==> src/verilog/mrd_pkg.sv <==
`default_nettype none

package mrd_pkg;

	// ------------------------------------------------------------
	// sizes
	// ------------------------------------------------------------
	localparam int n_banks = 7;
	localparam int n_lanes = 5;
	localparam int w_addr = 12;
	localparam int w_row = 10;
	localparam int w_data = 18;
	// idle cycles after stride is known, before first read
	localparam int wait_before_start = 2;
	// lane not used by this radix
	localparam int bank_none = 7;

	typedef enum logic [2:0]
	{
		st_idle,
		st_div,
		st_wait,
		st_rd,
		st_drain
	} rd_state_e;

	// ------------------------------------------------------------
	// bundles
	// ------------------------------------------------------------
	typedef struct packed
	{
		logic [w_data-1:0] re;
		logic [w_data-1:0] im;
	} sample_t;

	typedef struct packed
	{
		logic [n_lanes-1:0][w_addr-1:0] addr;
		logic active;
	} lane_addr_t;

	typedef struct packed
	{
		logic [n_banks-1:0] rden;
		logic [n_banks-1:0][w_row-1:0] row;
	} bank_req_t;

	typedef struct packed
	{
		logic [n_lanes-1:0][2:0] bank;
		logic live;
	} lane_map_t;

	typedef struct packed
	{
		logic valid;
		logic [2:0] factor;
		sample_t [n_lanes-1:0] d;
	} rd_lanes_t;

	// logical address -> bank, addr mod 7
	function automatic logic [2:0] addr_bank(input logic [w_addr-1:0] addr);
		addr_bank = 3'(addr % n_banks);
	endfunction

	// logical address -> row inside bank, addr div 7
	function automatic logic [w_row-1:0] addr_row(input logic [w_addr-1:0] addr);
		addr_row = w_row'(addr / n_banks);
	endfunction

endpackage

`default_nettype wire

==> src/verilog/mrd_bfly_addr_gen.sv <==
`timescale 1ns/1ps
`default_nettype none

module mrd_bfly_addr_gen
(
	input  wire clk,
	input  wire rst_n,
	input  wire [mrd_pkg::w_addr-1:0] bfly_idx,
	input  wire [mrd_pkg::w_addr-1:0] stride,
	input  wire [2:0] radix_q,
	input  wire bfly_live,
	output mrd_pkg::lane_addr_t lane_addr
);
	import mrd_pkg::*;

	// lane k sits at j + k*M
	logic [n_lanes-1:0][w_addr-1:0] sum;

	// adder chain, one stride per lane
	always_comb
	begin
		sum[0] = bfly_idx;
		for (int k = 1; k < n_lanes; k++)
			sum[k] = sum[k-1] + stride;
	end

	// ------------------------------------------------------------
	// output register
	// ------------------------------------------------------------
	always_ff @(posedge clk)
	begin
		// unused lanes parked at 0
		for (int k = 0; k < n_lanes; k++)
			lane_addr.addr[k] <= (k < radix_q) ? sum[k] : '0;

		if (!rst_n)
			lane_addr.active <= 1'b0;
		else
			lane_addr.active <= bfly_live;
	end

endmodule

`default_nettype wire

==> config.mk <==
export PLATFORM = sky130hd
export DESIGN_NAME = mrd_bfly_addr_gen
export DESIGN_NICKNAME = d
export VERILOG_FILES = /design/src/verilog/mrd_pkg.sv /design/src/verilog/mrd_bfly_addr_gen.sv
export SDC_FILE = /design/constraint.sdc
export NUM_CORES = 1
export LEC_CHECK = 0
export BUFFER_PORTS_ARGS = -buffer_cell sky130_fd_sc_hd__buf_2
export CORE_MARGIN = 4
export CORE_UTILIZATION = 56
export CTS_BUF_LIST = sky130_fd_sc_hd__clkbuf_4 sky130_fd_sc_hd__clkbuf_8
export CTS_CLUSTER_SIZE = 14
export DETAILED_ROUTE_END_ITERATION = 8
export GPL_ROUTABILITY_DRIVEN = 0
export PLACE_DENSITY = 0.91
export REMOVE_ABC_BUFFERS = 1
export SLEW_MARGIN = 30
export SYNTH_ARGS = -nofsm -noshare
export SYNTH_HDL_FRONTEND = slang
export SYNTH_SLANG_ARGS = --single-unit
==> constraint.sdc <==
create_clock -name clk -period 15.3 [get_ports clk]
set_clock_uncertainty 0.1 [all_clocks]
set_input_delay 2.295 -clock clk [delete_from_list [all_inputs] [get_ports clk]]
set_output_delay 2.295 -clock clk [all_outputs]
set_load 0.1 [all_outputs]
==> qor.yml <==
cap_violations: 0
drc: 0
crit_top_cell: "ha_1"
startpoint_type: "input port"
path_clk_slew_ns: 0.07
cp_max_fo: 5
slew_headroom_pct: 34.56
largest_reg_flops: 61
final_common_cell: "buf_2"
timing.fmax_ghz: 0.1358
wl_per_cell_um: 14.77
layout.nets: 560
n_antenna_cell: 0
drtIter0Drc: 123
firstDrtPassIters: 4
ioPinCount: 91
synth-main-ff-cell: "dfxtp_1"
critPathKind: "input port to flip-flop"
synth.area.top_cells: "dfxtp_1 34%, ha_1 16%, nor2b_1 5.5%"
synth_seq_cells: 61
dieArea_um2: 7676
rows: 28
antenna_left: 0
hp-class: "input port to flip-flop"
crit_path_top_delay_cell: "or4_1"
cp-end-kind: "flip-flop"
cts.path.max_buffers: 2
slew_viol_final: 0
cts_tree: "built"
tightest_slew_ns: 0.9816
start_util_pct: 58.91
ctsResizeCount: 0
grt_max_degree: 22
grt_setup_unrepaired: "no"
synth_cell_types: 52
first_global_vias: 3207
crit_path_max_incr_delay_ns: 0.43
die_x_um: 87.62
hp-start: "bfly_live"
seq_area_frac_synth_pct: 34.40
arrival_ns: 7.49
yosysTopAreaCell: "dfxtp_1"
synth_async_sr_flop_share_pct: 0
cts.sinks: 61
overflow: 0
cp.required_ns: 15.43
critical_path_depth: 28
place_hpwl_mm: 6.437
root_buffer: "clkbuf_8"
cts_buffers: 9
fillers: 465
grt.total_usage_pct: 22.82
fin_crit_sh_pct: 48.13
antenna_found_initial: 0
die_h_um: 87.62
postRouteWirelength_mm: 8.317
final_cell_mix: "90 x buf_2, 61 x dfxtp_1, 44 x ha_1"
finalSetupTns_ns: 0
port_buffers: 90
crit_buf_inv: 3
hold_viol: 0
crit_family: "compound AO/OA/AOI/OAI gates"
avgSynthCellArea_um2: 9.149
syn_inst: 388
grt_pass1_wl_mm: 13.73
post-cts-setup-buffers: 0
drive_gt1_share_pct: 24.80
core_um2: 6026
cts-hold-fix-buffers: 0
vias_per_cell: 5.481
regMostFlops: "lane_addr"
syn_area_um2: 3550
syn_to_final_growth_pct: 21.36
finalSetupViolations: 0
min_period_ns: 7.364
h-tree-depth: 3
yosys_warnings: 0
num_vias: 3086
synth_top_area_share_pct: 34.40
synth-edff-count: 0
critPathCapture: "lane_addr[60]$_SDFF_PP0_"
crit_start: "stride[0]"
reg_top3: "lane_addr (61)"
outcome: "completed"
stage by stage:
step,hold slack (ns),setup slack [ns],util (%),cells,instance area (um^2)
after detailed placement,2.406,7.672,67.55,547,4070
final,2.045,7.936,71.49,563,4308
after global placement,2.402,7.955,67.55,547,4070
after CTS,2.046,7.969,71.43,563,4304
after floorplan,2.305,8.330,-,381,3518
after global routing,2.050,7.592,71.49,563,4308
layer usage:
metal / global-route usage [%] / share of wire, %
met1: 25.52 / 42
met2: 39.52 / 49
met3: 6.303 / 7.1
met4: 11.72 / 2.1
met5: 0 / 0
logic make-up after synthesis:
| group | synth area share, % |
|---|---|
| fa+ha+maj | 17.20 |
| compound gates | 17.77 |
| buf+inv | 2.679 |
| simple gates | 19.25 |
| mux | 0.5640 |
| flops | 34.40 |
| xor+xnor | 8.142 |
worst min-delay path by stage:
stage | endpoint | cells after the start
after floorplan | lane_addr[21]$_SDFF_PP0_ | 1
after global placement | lane_addr[0]$_SDFF_PN0_ | 2
after detailed placement | lane_addr[0]$_SDFF_PN0_ | 2
after CTS | lane_addr[0]$_SDFF_PN0_ | 2
after global routing | lane_addr[0]$_SDFF_PN0_ | 2
final | lane_addr[0]$_SDFF_PN0_ | 2
synthesized netlist by cell type (2+ instances only):
cell type  number
nor3_1          6
a21o_1          7
o21ai_0         8
o21ai_2         3
nor4_1          3
and2_1          9
nor2_1         36
clkbuf_1        5
nand4b_1        2
o21bai_1        3
a21oi_1        30
fa_1            3
a21o_2          4
o21ai_1         7
nand3_1         5
ha_1           44
xor2_1         12
a31oi_1         2
nor2b_1        31
xnor2_1        21
inv_1          17
and3_1          2
o211ai_1        4
o21a_1          9
mux2i_1         2
dfxtp_1        61
or4_1           4
nand2_1        11
a211oi_1        3
nor3b_1         3
nand4_1         3
nand2b_1        8
final cells by class:
| cell class | instances | area, um^2 | area share (%) |
|---|---|---|---|
| clock buffers | 11 | 151.4 | 3.514 |
| clock inverters | 5 | 82.58 | 1.917 |
| inverters | 17 | 63.81 | 1.481 |
| multi-input cells | 303 | 2237 | 51.93 |
| flip-flops and latches | 61 | 1221 | 28.35 |
| well taps | 75 | 93.84 | 2.178 |
| repair buffers | 91 | 457.9 | 10.63 |
Power is not shown: default switching activity piles up to over one toggle a cycle in this logic, so the estimate is an artifact.
