==> src/verilog/mrd_pkg.sv <==
`default_nettype none

package mrd_pkg;

	// ------------------------------------------------------------
	// sizes
	// ------------------------------------------------------------
	localparam int n_banks = 7;
	localparam int n_lanes = 5;
	localparam int w_addr = 12;
	localparam int w_row = 10;
	localparam int w_data = 18;
	// idle cycles after stride is known, before first read
	localparam int wait_before_start = 2;
	// lane not used by this radix
	localparam int bank_none = 7;

	typedef enum logic [2:0]
	{
		st_idle,
		st_div,
		st_wait,
		st_rd,
		st_drain
	} rd_state_e;

	// ------------------------------------------------------------
	// bundles
	// ------------------------------------------------------------
	typedef struct packed
	{
		logic [w_data-1:0] re;
		logic [w_data-1:0] im;
	} sample_t;

	typedef struct packed
	{
		logic [n_lanes-1:0][w_addr-1:0] addr;
		logic active;
	} lane_addr_t;

	typedef struct packed
	{
		logic [n_banks-1:0] rden;
		logic [n_banks-1:0][w_row-1:0] row;
	} bank_req_t;

	typedef struct packed
	{
		logic [n_lanes-1:0][2:0] bank;
		logic live;
	} lane_map_t;

	typedef struct packed
	{
		logic valid;
		logic [2:0] factor;
		sample_t [n_lanes-1:0] d;
	} rd_lanes_t;

	// logical address -> bank, addr mod 7
	function automatic logic [2:0] addr_bank(input logic [w_addr-1:0] addr);
		addr_bank = 3'(addr % n_banks);
	endfunction

	// logical address -> row inside bank, addr div 7
	function automatic logic [w_row-1:0] addr_row(input logic [w_addr-1:0] addr);
		addr_row = w_row'(addr / n_banks);
	endfunction

endpackage

`default_nettype wire

==> src/verilog/mrd_rd_ctrl.sv <==
`timescale 1ns/1ps
`default_nettype none

module mrd_rd_ctrl
(
	input  wire clk,
	input  wire rst_n,
	input  wire start,
	input  wire [2:0] radix,
	input  wire [mrd_pkg::w_addr-1:0] dft_len,
	output logic [2:0] radix_q,
	output logic [mrd_pkg::w_addr-1:0] bfly_idx,
	output logic [mrd_pkg::w_addr-1:0] stride,
	output logic bfly_live,
	output logic busy,
	output logic rd_end
);
	import mrd_pkg::*;

	rd_state_e state;
	// remainder of the running division
	logic [w_addr-1:0] rem;
	// shared by wait and drain phases
	logic [2:0] cnt;

	// ------------------------------------------------------------
	// stage fsm
	// ------------------------------------------------------------
	always_ff @(posedge clk)
	begin
		if (!rst_n)
		begin
			state <= st_idle;
			radix_q <= 3'd0;
			rem <= '0;
			stride <= '0;
			bfly_idx <= '0;
			cnt <= 3'd0;
			rd_end <= 1'b0;
		end
		else
		begin
			rd_end <= 1'b0;
			case (state)
				st_idle:
				begin
					// start only taken here, ignored while busy
					if (start)
					begin
						radix_q <= radix;
						rem <= dft_len;
						stride <= '0;
						state <= st_div;
					end
				end
				st_div:
				begin
					// one subtraction per cycle, quotient builds up in stride
					if (radix_q != 3'd0 && rem >= w_addr'(radix_q))
					begin
						rem <= rem - w_addr'(radix_q);
						stride <= stride + 1'b1;
					end
					else
					begin
						cnt <= 3'd0;
						state <= st_wait;
					end
				end
				st_wait:
				begin
					bfly_idx <= '0;
					if (cnt == 3'(wait_before_start - 1))
					begin
						cnt <= 3'd0;
						// empty stage skips straight to drain
						state <= (stride != '0) ? st_rd : st_drain;
					end
					else
						cnt <= cnt + 3'd1;
				end
				st_rd:
				begin
					if (bfly_idx == stride - 1'b1)
					begin
						cnt <= 3'd0;
						state <= st_drain;
					end
					else
						bfly_idx <= bfly_idx + 1'b1;
				end
				st_drain:
				begin
					// four cycles for the pipe to empty
					if (cnt == 3'd3)
					begin
						rd_end <= 1'b1;
						state <= st_idle;
					end
					else
						cnt <= cnt + 3'd1;
				end
				default:
					state <= st_idle;
			endcase
		end
	end

	assign bfly_live = (state == st_rd);
	assign busy = (state != st_idle);

endmodule

`default_nettype wire

==> config.mk <==
export PLATFORM = sky130hd
export DESIGN_NAME = mrd_rd_ctrl
export DESIGN_NICKNAME = d
export VERILOG_FILES = /design/src/verilog/mrd_pkg.sv /design/src/verilog/mrd_rd_ctrl.sv
export SDC_FILE = /design/constraint.sdc
export NUM_CORES = 1
export LEC_CHECK = 0
export ABC_AREA = 1
export BUFFER_PORTS_ARGS = -buffer_cell sky130_fd_sc_hd__buf_2
export CAP_MARGIN = 30
export CORE_UTILIZATION = 45
export CTS_CLUSTER_DIAMETER = 200
export CTS_CLUSTER_SIZE = 25
export DETAILED_ROUTE_END_ITERATION = 7
export PLACE_DENSITY = 0.75
export SLEW_MARGIN = 40
export SYNTH_ARGS = -nofsm -noshare
export SYNTH_HDL_FRONTEND = slang
export SYNTH_SLANG_ARGS = --single-unit
export TNS_END_PERCENT = 10
==> constraint.sdc <==
create_clock -name clk -period 3.08 [get_ports clk]
set_clock_uncertainty 0.15 [all_clocks]
set_input_delay 0.154 -clock clk [delete_from_list [all_inputs] [get_ports clk]]
set_output_delay 0.154 -clock clk [all_outputs]
set_load 0.02 [all_outputs]
==> summary.md <==
| Metric | Value |
|---|---|
| Top area cells in the synthesized netlist | dfxtp_1 28%, nand2_1 14%, nor2_1 7.1% |
| GRT Total Usage | 22.3% |
| Final Hold Viols | 0 |
| Rel. slew slack | 62.3% |
| Simple-gate share of the synthesized area | 38.7% |
| Share of the synthesized area in the top cell type | 28.4% |
| FF+latch count, synth | 46 |
| Ports | 48 |
| Mapped cell area | 3240 um2 |
| Status | finished, final reports clean |
| Fin. max-slew vios | 0 |
| Worst setup path category | register to register |
| Mean Syn Cell Area | 6.46 um2 |
| Post-route setup TNS | 0 ns |
| HP Class | input pin to register |
| DRC viols | 0 |
| R2r setup slk | 0.40 ns |
| Worst path bufs/invs | 3 |
| H-tree lvl count | 2 |
| Reg-to-Reg Start | rem[0] |
| Tmin final | 2.68 ns |
| First-pass GRT wire length | 13200 um |
| Clock Sink Count | 46 |
| WL/cell | 12.6 um |
| Vias in the first global route | 2875 |
| Critical path endpoint category | register |
| Post-CTS resize count | 0 |
| Peak Freq | 374 MHz |
| Final wirelength | 8120 um |
| RSZ-0062 raised after global routing | false |
| Reg2reg path depth | 16 |
| Synth Area in XOR/XNOR | 6.22% |
| PortBufs | 47 |
| Final Net Count | 573 |
| Critical Path Slowest Stage Cell | fa_1 |
| Initial Utilization | 47.1% |
| Vias per inst | 5.18 |
| GP Congestion | 0.897 |
| Share of cells above drive strength 1 | 14.8% |
| Die area | 7540 um2 |
| Clock tree buffer depth | 2 |
| Compound-cell area share of the yosys netlist | 11.2% |
| CP cell instances | inv_1 -> ha_1 -> fa_1 -> inv_1 -> nand2_1 -> nand2_1 -> nor2_2 -> nand3_2 -> nor2_1 -> nand4_1 -> nand3_2 -> nand2_2 -> buf_4 -> nand3_1 -> o21ai_0 -> nor2_1 |
| Fillers | 703 |
| Clk Latency, worst-skew pair | 0.30 ns |
| Non-Filler Instances | 642 |
| RR Endpoint | rem[3] |
| Die height | 86.8 um |
| Via count | 3324 |
| IR drop worst, VDD | 0.354 mV |
| Core area | 6870 um2 |
| CP Data Required Time | 3.11 ns |
| Largest family of logic cells by synthesized area | simple AND/OR/NAND/NOR gates |
| Largest net degree at the start of global routing | 25 |
| Synth area leader | dfxtp_1 |
| Period utilization | 86.9% |
| Yosys cell types | 38 |
| Cells after DPL | 632 |
| CTS tree | yes |
| Max-cap violation count | 0 |
| Power density of the placed cells | 772 nW/um2 |
| Crit path max fanout | 17 |
| CP startpoint | rem[0] |
| Global route overflow | 0 |
| Net Count, Synth | 529 |
| Post-Syn Instances | 501 |
| Die X | 86.8 um |
| Adder-Cell Fraction of Synth Area | 4.10% |
| Worst Setup Start Kind | register |
| Antenna violations before repair | 0 |
| Setup violators final | 0 |
| Mux contribution to synthesized area | 0.309% |
| Root buf cell | clkbuf_8 |
| Crit-path leading delay family | simple AND/OR/NAND/NOR gates |
| WP depth | 16 |
| N_diodes | 0 |
| Pre-Repair DR Iteration Count | 5 |
| WHS | 0.0249 ns |
| CP Data Arrival Time | 2.71 ns |
| Worst slew pin tran | 0.562 ns |
| Pwr Total | 2.80 mW |
| Row cnt | 30 |
| Clock transition at path regs | 0.09 ns |
| Register area share after synthesis | 28.4% |
| Max incr delay on CP | 0.36 ns |
| DR iter-0 viols | 183 |
| Dpl hpwl | 5930 um |
| Leak pwr | 1.69 nW |
| Total CTS buffers | 5 |
| Crit path to | rem[3] |
| Synth Warn # | 0 |
| Post-DRT Antenna Nets | 0 |
| Layout area overhead | 12.0% |
-- worst min-delay path: stages --
cell and delay [ns]:
buf_2 0.09, o211ai_1 0.09, a21oi_1 0.12
-- final cells by class --
| class | instances | area, um2 | share of cell area, % |
|---|---|---|---|
| clock buffers | 6 | 82.6 | 2.28 |
| clock inverters | 2 | 12.5 | 0.345 |
| inverters | 64 | 244 | 6.73 |
| multi-input cells | 375 | 1960 | 54.1 |
| flip-flops and latches | 46 | 921 | 25.4 |
| well taps | 96 | 120 | 3.31 |
| repair buffers | 53 | 285 | 7.87 |
-- state kept, by name (all words and copies together), names as in the netlist --
name and flops:
bfly_idx 12, cnt 3, radix_q 3, rd_end 1
rem 12, state 3, stride 12
-- per-stage QoR --
| step | setup WS (ns) | area, um2 | util, % |
|---|---|---|---|
| 6_report | 0.404 | 3630 | 52.8 |
| 5_1_grt | 0.167 | 3630 | 52.8 |
| 4_1_cts | 0.410 | 3630 | 52.8 |
| 3_5_place_dp | 0.421 | 3510 | 51.1 |
| 3_3_place_gp | 0.512 | 3510 | 51.1 |
| 2_1_floorplan | 0.732 | 3240 | - |
-- cell usage in the layout (no fill, tap or decap), types with 2 or more instances in the layout --
cell type / netlist / routed
dlygate4sd3_1: 0 / 2
a22oi_1: 2 / 2
nor2_1: 61 / 61
nor3_2: 2 / 2
nand3_1: 34 / 34
dfxtp_1: 46 / 46
o211ai_1: 3 / 3
nand3_2: 3 / 3
xnor2_1: 5 / 5
clkbuf_8: 0 / 6
nand2_1: 122 / 122
nand4_1: 12 / 12
clkinv_1: 3 / 3
buf_2: 3 / 47
buf_4: 1 / 4
inv_1: 57 / 57
ha_1: 9 / 9
inv_2: 2 / 2
nor3_1: 16 / 16
nand2_2: 3 / 3
nor2_4: 4 / 4
a21oi_1: 37 / 37
xor2_1: 18 / 18
nor4_1: 2 / 2
clkinv_2: 1 / 2
o21ai_0: 25 / 25
nor2_2: 2 / 2
nand3b_1: 6 / 6
-- routing by layer --
layer  track usage, %  part of all wire (%)  vias to the layer above
met1             28.2                    46                     1511
met2             38.9                    48                       95
met4             5.45                   1.6                        0
met3             4.10                   4.4                       10
met5                0                     0                        -
li1                 -                     -                     1708
-- report_power, final --
group	leakage (nW)	switching, mW	internal [mW]	total [mW]
registers	0.375	0.117	0.728	0.845
logic	1.27	1.02	0.529	1.55
clock network	0.0472	0.219	0.181	0.400
total	1.69	1.36	1.44	2.80
-- cell usage after synthesis (all sizes together) --
cell type,number
o211ai,3
a21oi,37
nand3b,6
nand3,38
xor2,18
nand4,12
o21ai,26
nor2,67
buf,10
nor3,19
nand2,126
nor4,2
ha,9
xnor2,5
clkinv,4
dfxtp,46
mux2i,1
o211a,1
clkbuf,6
inv,60
a22oi,2
fa,1
or2,2
-- cell families after synthesis --
| logic type | Yosys count |
|---|---|
| mux | 1 |
| simple gates | 272 |
| flops | 46 |
| xor+xnor | 23 |
| compound gates | 69 |
| fa+ha+maj | 10 |
| buf+inv | 80 |
-- repair_timing --
action,CTS,global route
setup buffers,0,0
hold endpoints to repair,2,0
hold buffers,2,0
-- worst min-delay path by stage --
stage / startpoint / end / slack [ns] / cells after the start
final: dft_len[7] / rem[7] / 0.02 / 3
after detailed placement: radix[0] / radix_q[0] / 0.29 / 3
after floorplan: rst_n / radix_q[2] / 0.14 / 2
after CTS: dft_len[7] / rem[7] / 0.02 / 3
after global placement: radix[0] / radix_q[0] / 0.29 / 3
after global routing: dft_len[11] / rem[11] / 0.03 / 3
Power figures use the tool's default switching activity.
