==> config.mk <==
export PLATFORM = sky130hd
export DESIGN_NAME = mrd_lane_align
export DESIGN_NICKNAME = d
export VERILOG_FILES = /design/src/verilog/mrd_pkg.sv /design/src/verilog/mrd_lane_align.sv
export SDC_FILE = /design/constraint.sdc
export NUM_CORES = 1
export LEC_CHECK = 0
export BUFFER_PORTS_ARGS = -buffer_cell sky130_fd_sc_hd__buf_2
export CORE_ASPECT_RATIO = 2
export CORE_MARGIN = 2
export CORE_UTILIZATION = 46
export CTS_CLUSTER_SIZE = 20
export DETAILED_ROUTE_END_ITERATION = 8
export PLACE_DENSITY = 0.73
export SLEW_MARGIN = 10
export SYNTH_ARGS = -nofsm -noshare
export SYNTH_HDL_FRONTEND = slang
export SYNTH_SLANG_ARGS = --single-unit
==> constraint.sdc <==
create_clock -name clk -period 1.9 [get_ports clk]
set_input_delay 0.095 -clock clk [delete_from_list [all_inputs] [get_ports clk]]
set_output_delay 0.095 -clock clk [all_outputs]
set_load 0.03 [all_outputs]
==> src/verilog/mrd_pkg.sv <==
`default_nettype none

package mrd_pkg;

	// ------------------------------------------------------------
	// sizes
	// ------------------------------------------------------------
	localparam int n_banks = 7;
	localparam int n_lanes = 5;
	localparam int w_addr = 12;
	localparam int w_row = 10;
	localparam int w_data = 18;
	// idle cycles after stride is known, before first read
	localparam int wait_before_start = 2;
	// lane not used by this radix
	localparam int bank_none = 7;

	typedef enum logic [2:0]
	{
		st_idle,
		st_div,
		st_wait,
		st_rd,
		st_drain
	} rd_state_e;

	// ------------------------------------------------------------
	// bundles
	// ------------------------------------------------------------
	typedef struct packed
	{
		logic [w_data-1:0] re;
		logic [w_data-1:0] im;
	} sample_t;

	typedef struct packed
	{
		logic [n_lanes-1:0][w_addr-1:0] addr;
		logic active;
	} lane_addr_t;

	typedef struct packed
	{
		logic [n_banks-1:0] rden;
		logic [n_banks-1:0][w_row-1:0] row;
	} bank_req_t;

	typedef struct packed
	{
		logic [n_lanes-1:0][2:0] bank;
		logic live;
	} lane_map_t;

	typedef struct packed
	{
		logic valid;
		logic [2:0] factor;
		sample_t [n_lanes-1:0] d;
	} rd_lanes_t;

	// logical address -> bank, addr mod 7
	function automatic logic [2:0] addr_bank(input logic [w_addr-1:0] addr);
		addr_bank = 3'(addr % n_banks);
	endfunction

	// logical address -> row inside bank, addr div 7
	function automatic logic [w_row-1:0] addr_row(input logic [w_addr-1:0] addr);
		addr_row = w_row'(addr / n_banks);
	endfunction

endpackage

`default_nettype wire

==> src/verilog/mrd_lane_align.sv <==
`timescale 1ns/1ps
`default_nettype none

module mrd_lane_align
(
	input  wire clk,
	input  wire rst_n,
	input  mrd_pkg::lane_map_t lane_map,
	input  wire [2:0] radix_q,
	input  mrd_pkg::sample_t [mrd_pkg::n_banks-1:0] bank_dout,
	output mrd_pkg::rd_lanes_t out_lanes
);
	import mrd_pkg::*;

	// map delayed one cycle, lines up with ram data
	lane_map_t map_q;

	always_ff @(posedge clk)
	begin
		map_q.bank <= lane_map.bank;
		if (!rst_n)
			map_q.live <= 1'b0;
		else
			map_q.live <= lane_map.live;
	end

	// ------------------------------------------------------------
	// bank -> lane steering
	// ------------------------------------------------------------
	always_ff @(posedge clk)
	begin
		if (!rst_n)
			out_lanes <= '0;
		else
		begin
			out_lanes.valid <= map_q.live;
			out_lanes.factor <= map_q.live ? radix_q : 3'd0;
			for (int k = 0; k < n_lanes; k++)
			begin
				// unused lane reads as zero
				if (map_q.bank[k] == 3'(bank_none))
					out_lanes.d[k] <= '0;
				else
					out_lanes.d[k] <= bank_dout[map_q.bank[k]];
			end
		end
	end

endmodule

`default_nettype wire

==> results of run 1 <==
## metrics by stage
stage	utilization	hold slack (ns)	instances	setup slack, ns
global placement	0.551	0.198	1952	0.275
finish	0.586	0.0209	2047	0.205
global route	0.586	0.0199	2047	0.169
floorplan	-	0.123	1165	0.447
CTS	0.585	0.00351	2030	0.238
detailed placement	0.551	0.198	1952	0.252
## cell usage after synthesis
library cell	instances	area share
a2bb2oi_1	15	0.0088
buf_12	13	0.017
nor2_1	36	0.0090
o221ai_1	144	0.084
nand2_2	1	0.00042
buf_1	2	0.00050
o221a_2	1	0.00075
buf_6	26	0.020
inv_1	37	0.0093
and2_1	2	0.00083
mux4_1	16	0.028
and3_1	3	0.0013
a2bb2oi_2	20	0.020
clkbuf_1	71	0.018
dfxtp_1	200	0.27
a31oi_2	4	0.0033
a211oi_1	5	0.0025
nor3_2	1	0.00067
nand3_1	1	0.00033
or2b_1	4	0.0020
nand2_1	1	0.00025
o211a_1	144	0.096
buf_2	23	0.0077
a211oi_2	30	0.025
mux2i_1	180	0.12
buf_4	20	0.010
and2b_1	1	0.00050
mux4_2	164	0.25
## cell type report
type | instances | area, um^2 | area share
Sequential cell | 200 | 4050 | 0.215
Clock inverter | 11 | 170 | 0.00904
Timing Repair Buffer | 561 | 3640 | 0.193
Antenna cell | 17 | 42.5 | 0.00226
Clock buffer | 21 | 460 | 0.0245
Inverter | 37 | 139 | 0.00738
Multi-Input combinational cell | 773 | 9790 | 0.520
Tap cell | 427 | 534 | 0.0284
## worst max-delay path: cells and delay by family (launching register included)
kind / cells / cell delay, ns
buffers and inverters: 1 / 0.30
AOI/OAI and AO/OA: 2 / 0.46
DFF: 1 / 0.52
and+or+nand+nor: 1 / 0.34
## where the power goes
group | leakage (uW) | total [uW] | internal [uW] | switching (uW)
clock | 0.000311 | 4070 | 2280 | 1790
combinational | 0.00712 | 4270 | 1850 | 2420
sequential | 0.00167 | 4770 | 4520 | 247
## sequential cells by signal, indices dropped and copies added, names as in the netlist
signal	cells
map_q	16
out_lanes	184
## layer usage
layer | GRT usage | vias up | share of wire
li1 | - | 5838 | -
met5 | 0 | - | 0
met1 | 0.408 | 7039 | 0.35
met2 | 0.587 | 1054 | 0.50
met3 | 0.0498 | 278 | 0.073
met4 | 0.246 | 0 | 0.071
## kinds of logic (layout without fill, tap and decap cells)
logic type             Yosys count  in the layout
muxes                          360            360
DFF                            200            200
other                            0             17
AOI/OAI and AO/OA              363            363
buffers and inverters          192            630
and+or+nand+nor                 50             50
## final timing paths
kind / start / to
worst min-delay path: bank_dout[205] / out_lanes[169]
worst max-delay path: map_q[7] / out_lanes[88]
worst min register to register: map_q[0] / out_lanes[183]
worst max register to register: map_q[7] / out_lanes[88]
## timing repair
action | in CTS | in global routing
endpoints found under the setup margin | 0 | 0
gates resized for setup | 0 | 0
hold buffers | 46 | 0
hold endpoints to repair | 42 | 0
==> impl_results.md, run 1 <==
- Routability cong.: 0.895
- Worst-Margin Slew: 0.513 ns
- CP max-delay cell: dfxtp_4
- Die width: 132 um
- Initial antenna violation count: 17
- Pwr per Cell Area: 697 nW/um^2
- CTS Sinks: 200
- Total grt overflow: 0
- Die Ht: 259 um
- Worst EP required: 2.31 ns
- Post-Layout Inst Area: 18800 um^2
- Core region area: 32100 um^2
- IO Count: 457
- Worst reg2reg path depth: 4
- Fin. max-slew vios: 0
- CP cell instances: or2b_2, buf_4, o221ai_1, o211a_1
- Compound-gate portion of the synthesized area: 0.241
- Status: finished clean
- Largest net degree at the start of global routing: 42
- Drt initial violations: 1535
- Synth Register Bits: 200
- Crit. End Element: register
- Commonest non-fill, non-tap cell in the layout: buf_2
- H-tree levels: 4
- Mux cell area share after synthesis: 0.395
- Post-CTS Setup Inserts: 0
- Area share of fa/ha/maj cells after synthesis: 0
- Syn-to-layout area delta: 25.6%
- Synth unique cells: 28
- Seq/Total Area, Yosys: 0.267
- Detailed Place HPWL: 42.0 mm
- Hold Crit Class: input port to register
- Clock transition at path regs: 0.08 ns
- Fmax achieved: 590 MHz
- Main combinational cell family by area after synthesis: multiplexers
- Bufs on Longest Clock Path: 2
- Mapped Area: 15000 um^2
- RSZ-0062 raised after global routing: no
- Syn Nets: 1438
- Synth Area per Inst: 12.9 um^2
- Crit-path max FO: 28
- Final period utilization: 0.892
- Crit Path Category: register to register
- Via/cell ratio: 6.94
- Final setup violation count: 0
- Die area: 34100 um^2
- Skew-Pair Late Insertion Delay: 0.47 ns
- Number of port buffers: 456
- Final Hold Viols: 0
- Global-route wire length before repair: 89.9 mm
- Ratio of cells with drive above 1 in the final layout: 0.490
- Critical path arrival: 2.11 ns
- Worst setup SP type: register
- Total global-route track usage: 0.348
- Worst R2R Setup Slack: 0.21 ns
- Root Driver: clkbuf_16
- MaxCap Viol Count: 0
- Synth Area in XOR/XNOR: 0
- First drt pass iteration count: 6
- Clock Skew: 0.0108 ns
- Worst Hold Depth: 3
- Drt wl/cell: 29.7 um
- Initial core utilization: 0.467
- Fill cells: 2676
- CTS buffer count: 17
- Gate Count Post-Synth: 1165
- DR DRC count: 0
- Commonest non-fill, non-tap cells in the layout: buf_2, dfxtp_1, mux2i_1, mux4_2
- Post-synthesis simple-gate area fraction: 0.0153
- CTS tree: done
- Via count: 14200
- Routed WL: 60.7 mm
- Vias in the first global route: 14600
- Period minus WS final: 1.69 ns
- Leakage power: 0.00910 uW
- YS warnings: 0
- Crit-path max cell delay: 0.52 ns
- Max IR drop VDD: 0.669 mV
- Post-DP Area: 17700 um^2
- Overall power: 13100 uW
- # rows: 93
- Final nets: 1863
- Slew Limit Headroom: 0.658
- Antenna Nets Post-Route: 0
- Setup TNS: 0 ns
Note: power is estimated with default switching activity, not from simulation.
==> inputs of run 2 (changes only) <==
==> constraint.sdc (replaced) <==
create_clock -name clk -period 1.9 [get_ports clk]
set_input_delay 0.19 -clock clk [delete_from_list [all_inputs] [get_ports clk]]
set_output_delay 0.19 -clock clk [all_outputs]
set_load 0.03 [all_outputs]
==> run 2 against run 1 <==
  * Count of clock-buffer cells in the layout shrank 4
  * Sequential share of layout area grew 0.31 points
  * Highest routed layer unchanged
  * First-iteration DRC count is 12% higher
  * Critical path depth unchanged
  * Worst hold slack better by 0.049 ns
==> impl_results.md, run 2 (synthesis results as in run 1) <==
- Worst-Margin Slew: 0.495 ns
- Largest regs: out_lanes x184, map_q x16
- CTS tree: done
- Fin. max-slew vios: 0
- Syn-to-layout area delta: 23.9%
- CTS buffer count: 17
- Final nets: 1836
- Drt wl/cell: 29.8 um
- Number of port buffers: 456
- Final period utilization: 0.895
- Antenna Nets Post-Route: 0
- Multi-input logic area: 9790 um^2
- Via/cell ratio: 7.04
- Crit. End Element: register
- Resized cells post-CTS: 0
- GR peak layer: met2
- Reg with most FFs: out_lanes
- Leakage power: 0.00898 uW
- Bufs on Longest Clock Path: 2
- CP cell instances: or2b_2, buf_12, o221ai_1, o211a_1
- Status: finished clean
- Met1 Usage GRT: 0.408
- Fill cells: 2705
- IO Count: 457
- Clock transition at path regs: 0.08 ns
- Period minus WS final: 1.70 ns
- Pwr per Cell Area: 711 nW/um^2
- Skew-Pair Late Insertion Delay: 0.47 ns
- Crit-path max cell delay: 0.51 ns
- Routability cong.: 0.891
- Largest net degree at the start of global routing: 41
- RSZ-0062 raised after global routing: no
- MaxCap Viol Count: 0
- Worst reg2reg path depth: 4
- Vias in the first global route: 14400
- CP max-delay cell: dfxtp_4
- Detailed Place HPWL: 41.9 mm
- Critical path arrival: 2.11 ns
- # rows: 93
- Drt initial violations: 1725
- Crit-path max FO: 32
- Die area: 34100 um^2
- Commonest non-fill, non-tap cells in the layout: buf_2, dfxtp_1, mux2i_1, mux4_2
- Post-CTS Setup Inserts: 0
- Final Hold Viols: 0
- CTS Sinks: 200
- M3 GR Usage: 0.0445
- Die width: 132 um
- Worst Hold Depth: 3
- Global-route wire length before repair: 88.9 mm
- Root Driver: clkbuf_16
- Reg area: 4050 um^2
- Die Ht: 259 um
- H-tree levels: 4
- Hold buffers post-CTS: 19
- Commonest non-fill, non-tap cell in the layout: buf_2
- Worst EP required: 2.31 ns
- First drt pass iteration count: 7
- Max reg flops: 184
- Worst setup SP type: register
- Slew Limit Headroom: 0.670
- Total global-route track usage: 0.342
- Met2 GRT Util: 0.570
- Via count: 14200
- Routed WL: 60.2 mm
- Crit Path Category: register to register
- DR DRC count: 0
- Fmax achieved: 588 MHz
- Initial core utilization: 0.467
- Ratio of cells with drive above 1 in the final layout: 0.499
- Utilization after layout: 0.578
- Hold Crit Class: input port to register
- Clock Skew: 0.0123 ns
- Initial antenna violation count: 18
- Total grt overflow: 0
- Max IR drop VDD: 0.700 mV
- Core region area: 32100 um^2
- Setup TNS: 0 ns
- Final setup violation count: 0
## run 2: changes by cell type in the layout (fill, tap and decap cells not counted), moves of 2 or more
cell and change:
inv_6 +2, clkinv_4 -3, clkbuf_8 -2, dlygate4sd3_1 -27
clkbuf_1 -2, clkinvlp_4 +2
## run 2: final timing paths
check / slack, ns / end / startpoint
worst max-delay path: 0.20 / out_lanes[9] / map_q[1]
worst min-delay path: 0.07 / out_lanes[153] / bank_dout[189]
worst max register to register: 0.20 / out_lanes[9] / map_q[1]
worst min register to register: 0.52 / out_lanes[183] / map_q[0]
## run 2: report_power, final
group	switching [uW]	internal (uW)	total (uW)
registers	244	4520	4770
logic	2410	1820	4230
clock network	1860	2350	4210
total	4510	8690	13200
## run 2: final cells by class
| cell class | count | share of cell area |
|---|---|---|
| inverter | 37 | 0.00748 |
| clock buffer | 17 | 0.0229 |
| antenna | 18 | 0.00243 |
| multi-input combinational | 773 | 0.528 |
| tap | 427 | 0.0288 |
| sequential | 200 | 0.218 |
| clock inverter | 15 | 0.0119 |
| timing repair buffer | 534 | 0.181 |
## run 2: critical path: cells and delay by family, from the launching register on
| family | cells | cell delay, ns |
|---|---|---|
| buffers and inverters | 1 | 0.24 |
| AND/OR/NAND/NOR | 1 | 0.43 |
| AO/OA/AOI/OAI | 2 | 0.45 |
| flip-flops | 1 | 0.51 |
## run 2: per-layer routing
| metal | vias to the layer above | wire length (um) |
|---|---|---|
| met2 | 1100 | 30000 |
| li1 | 5784 | - |
| met3 | 252 | 4840 |
| met1 | 7082 | 21000 |
| met4 | 0 | 4310 |
| met5 | - | 0 |
## run 2: per-stage QoR
step | cell area, um^2 | hold slack [ns] | cells | setup WS (ns) | power [uW]
floorplan | 15000 | 0.218 | 1165 | 0.447 | 7520
global placement | 17700 | 0.293 | 1952 | 0.276 | 8910
CTS | 18500 | 0.0503 | 2003 | 0.233 | 13200
detailed placement | 17700 | 0.293 | 1952 | 0.258 | 8980
finish | 18600 | 0.0696 | 2021 | 0.199 | 13200
global route | 18600 | 0.0619 | 2021 | 0.160 | 13600
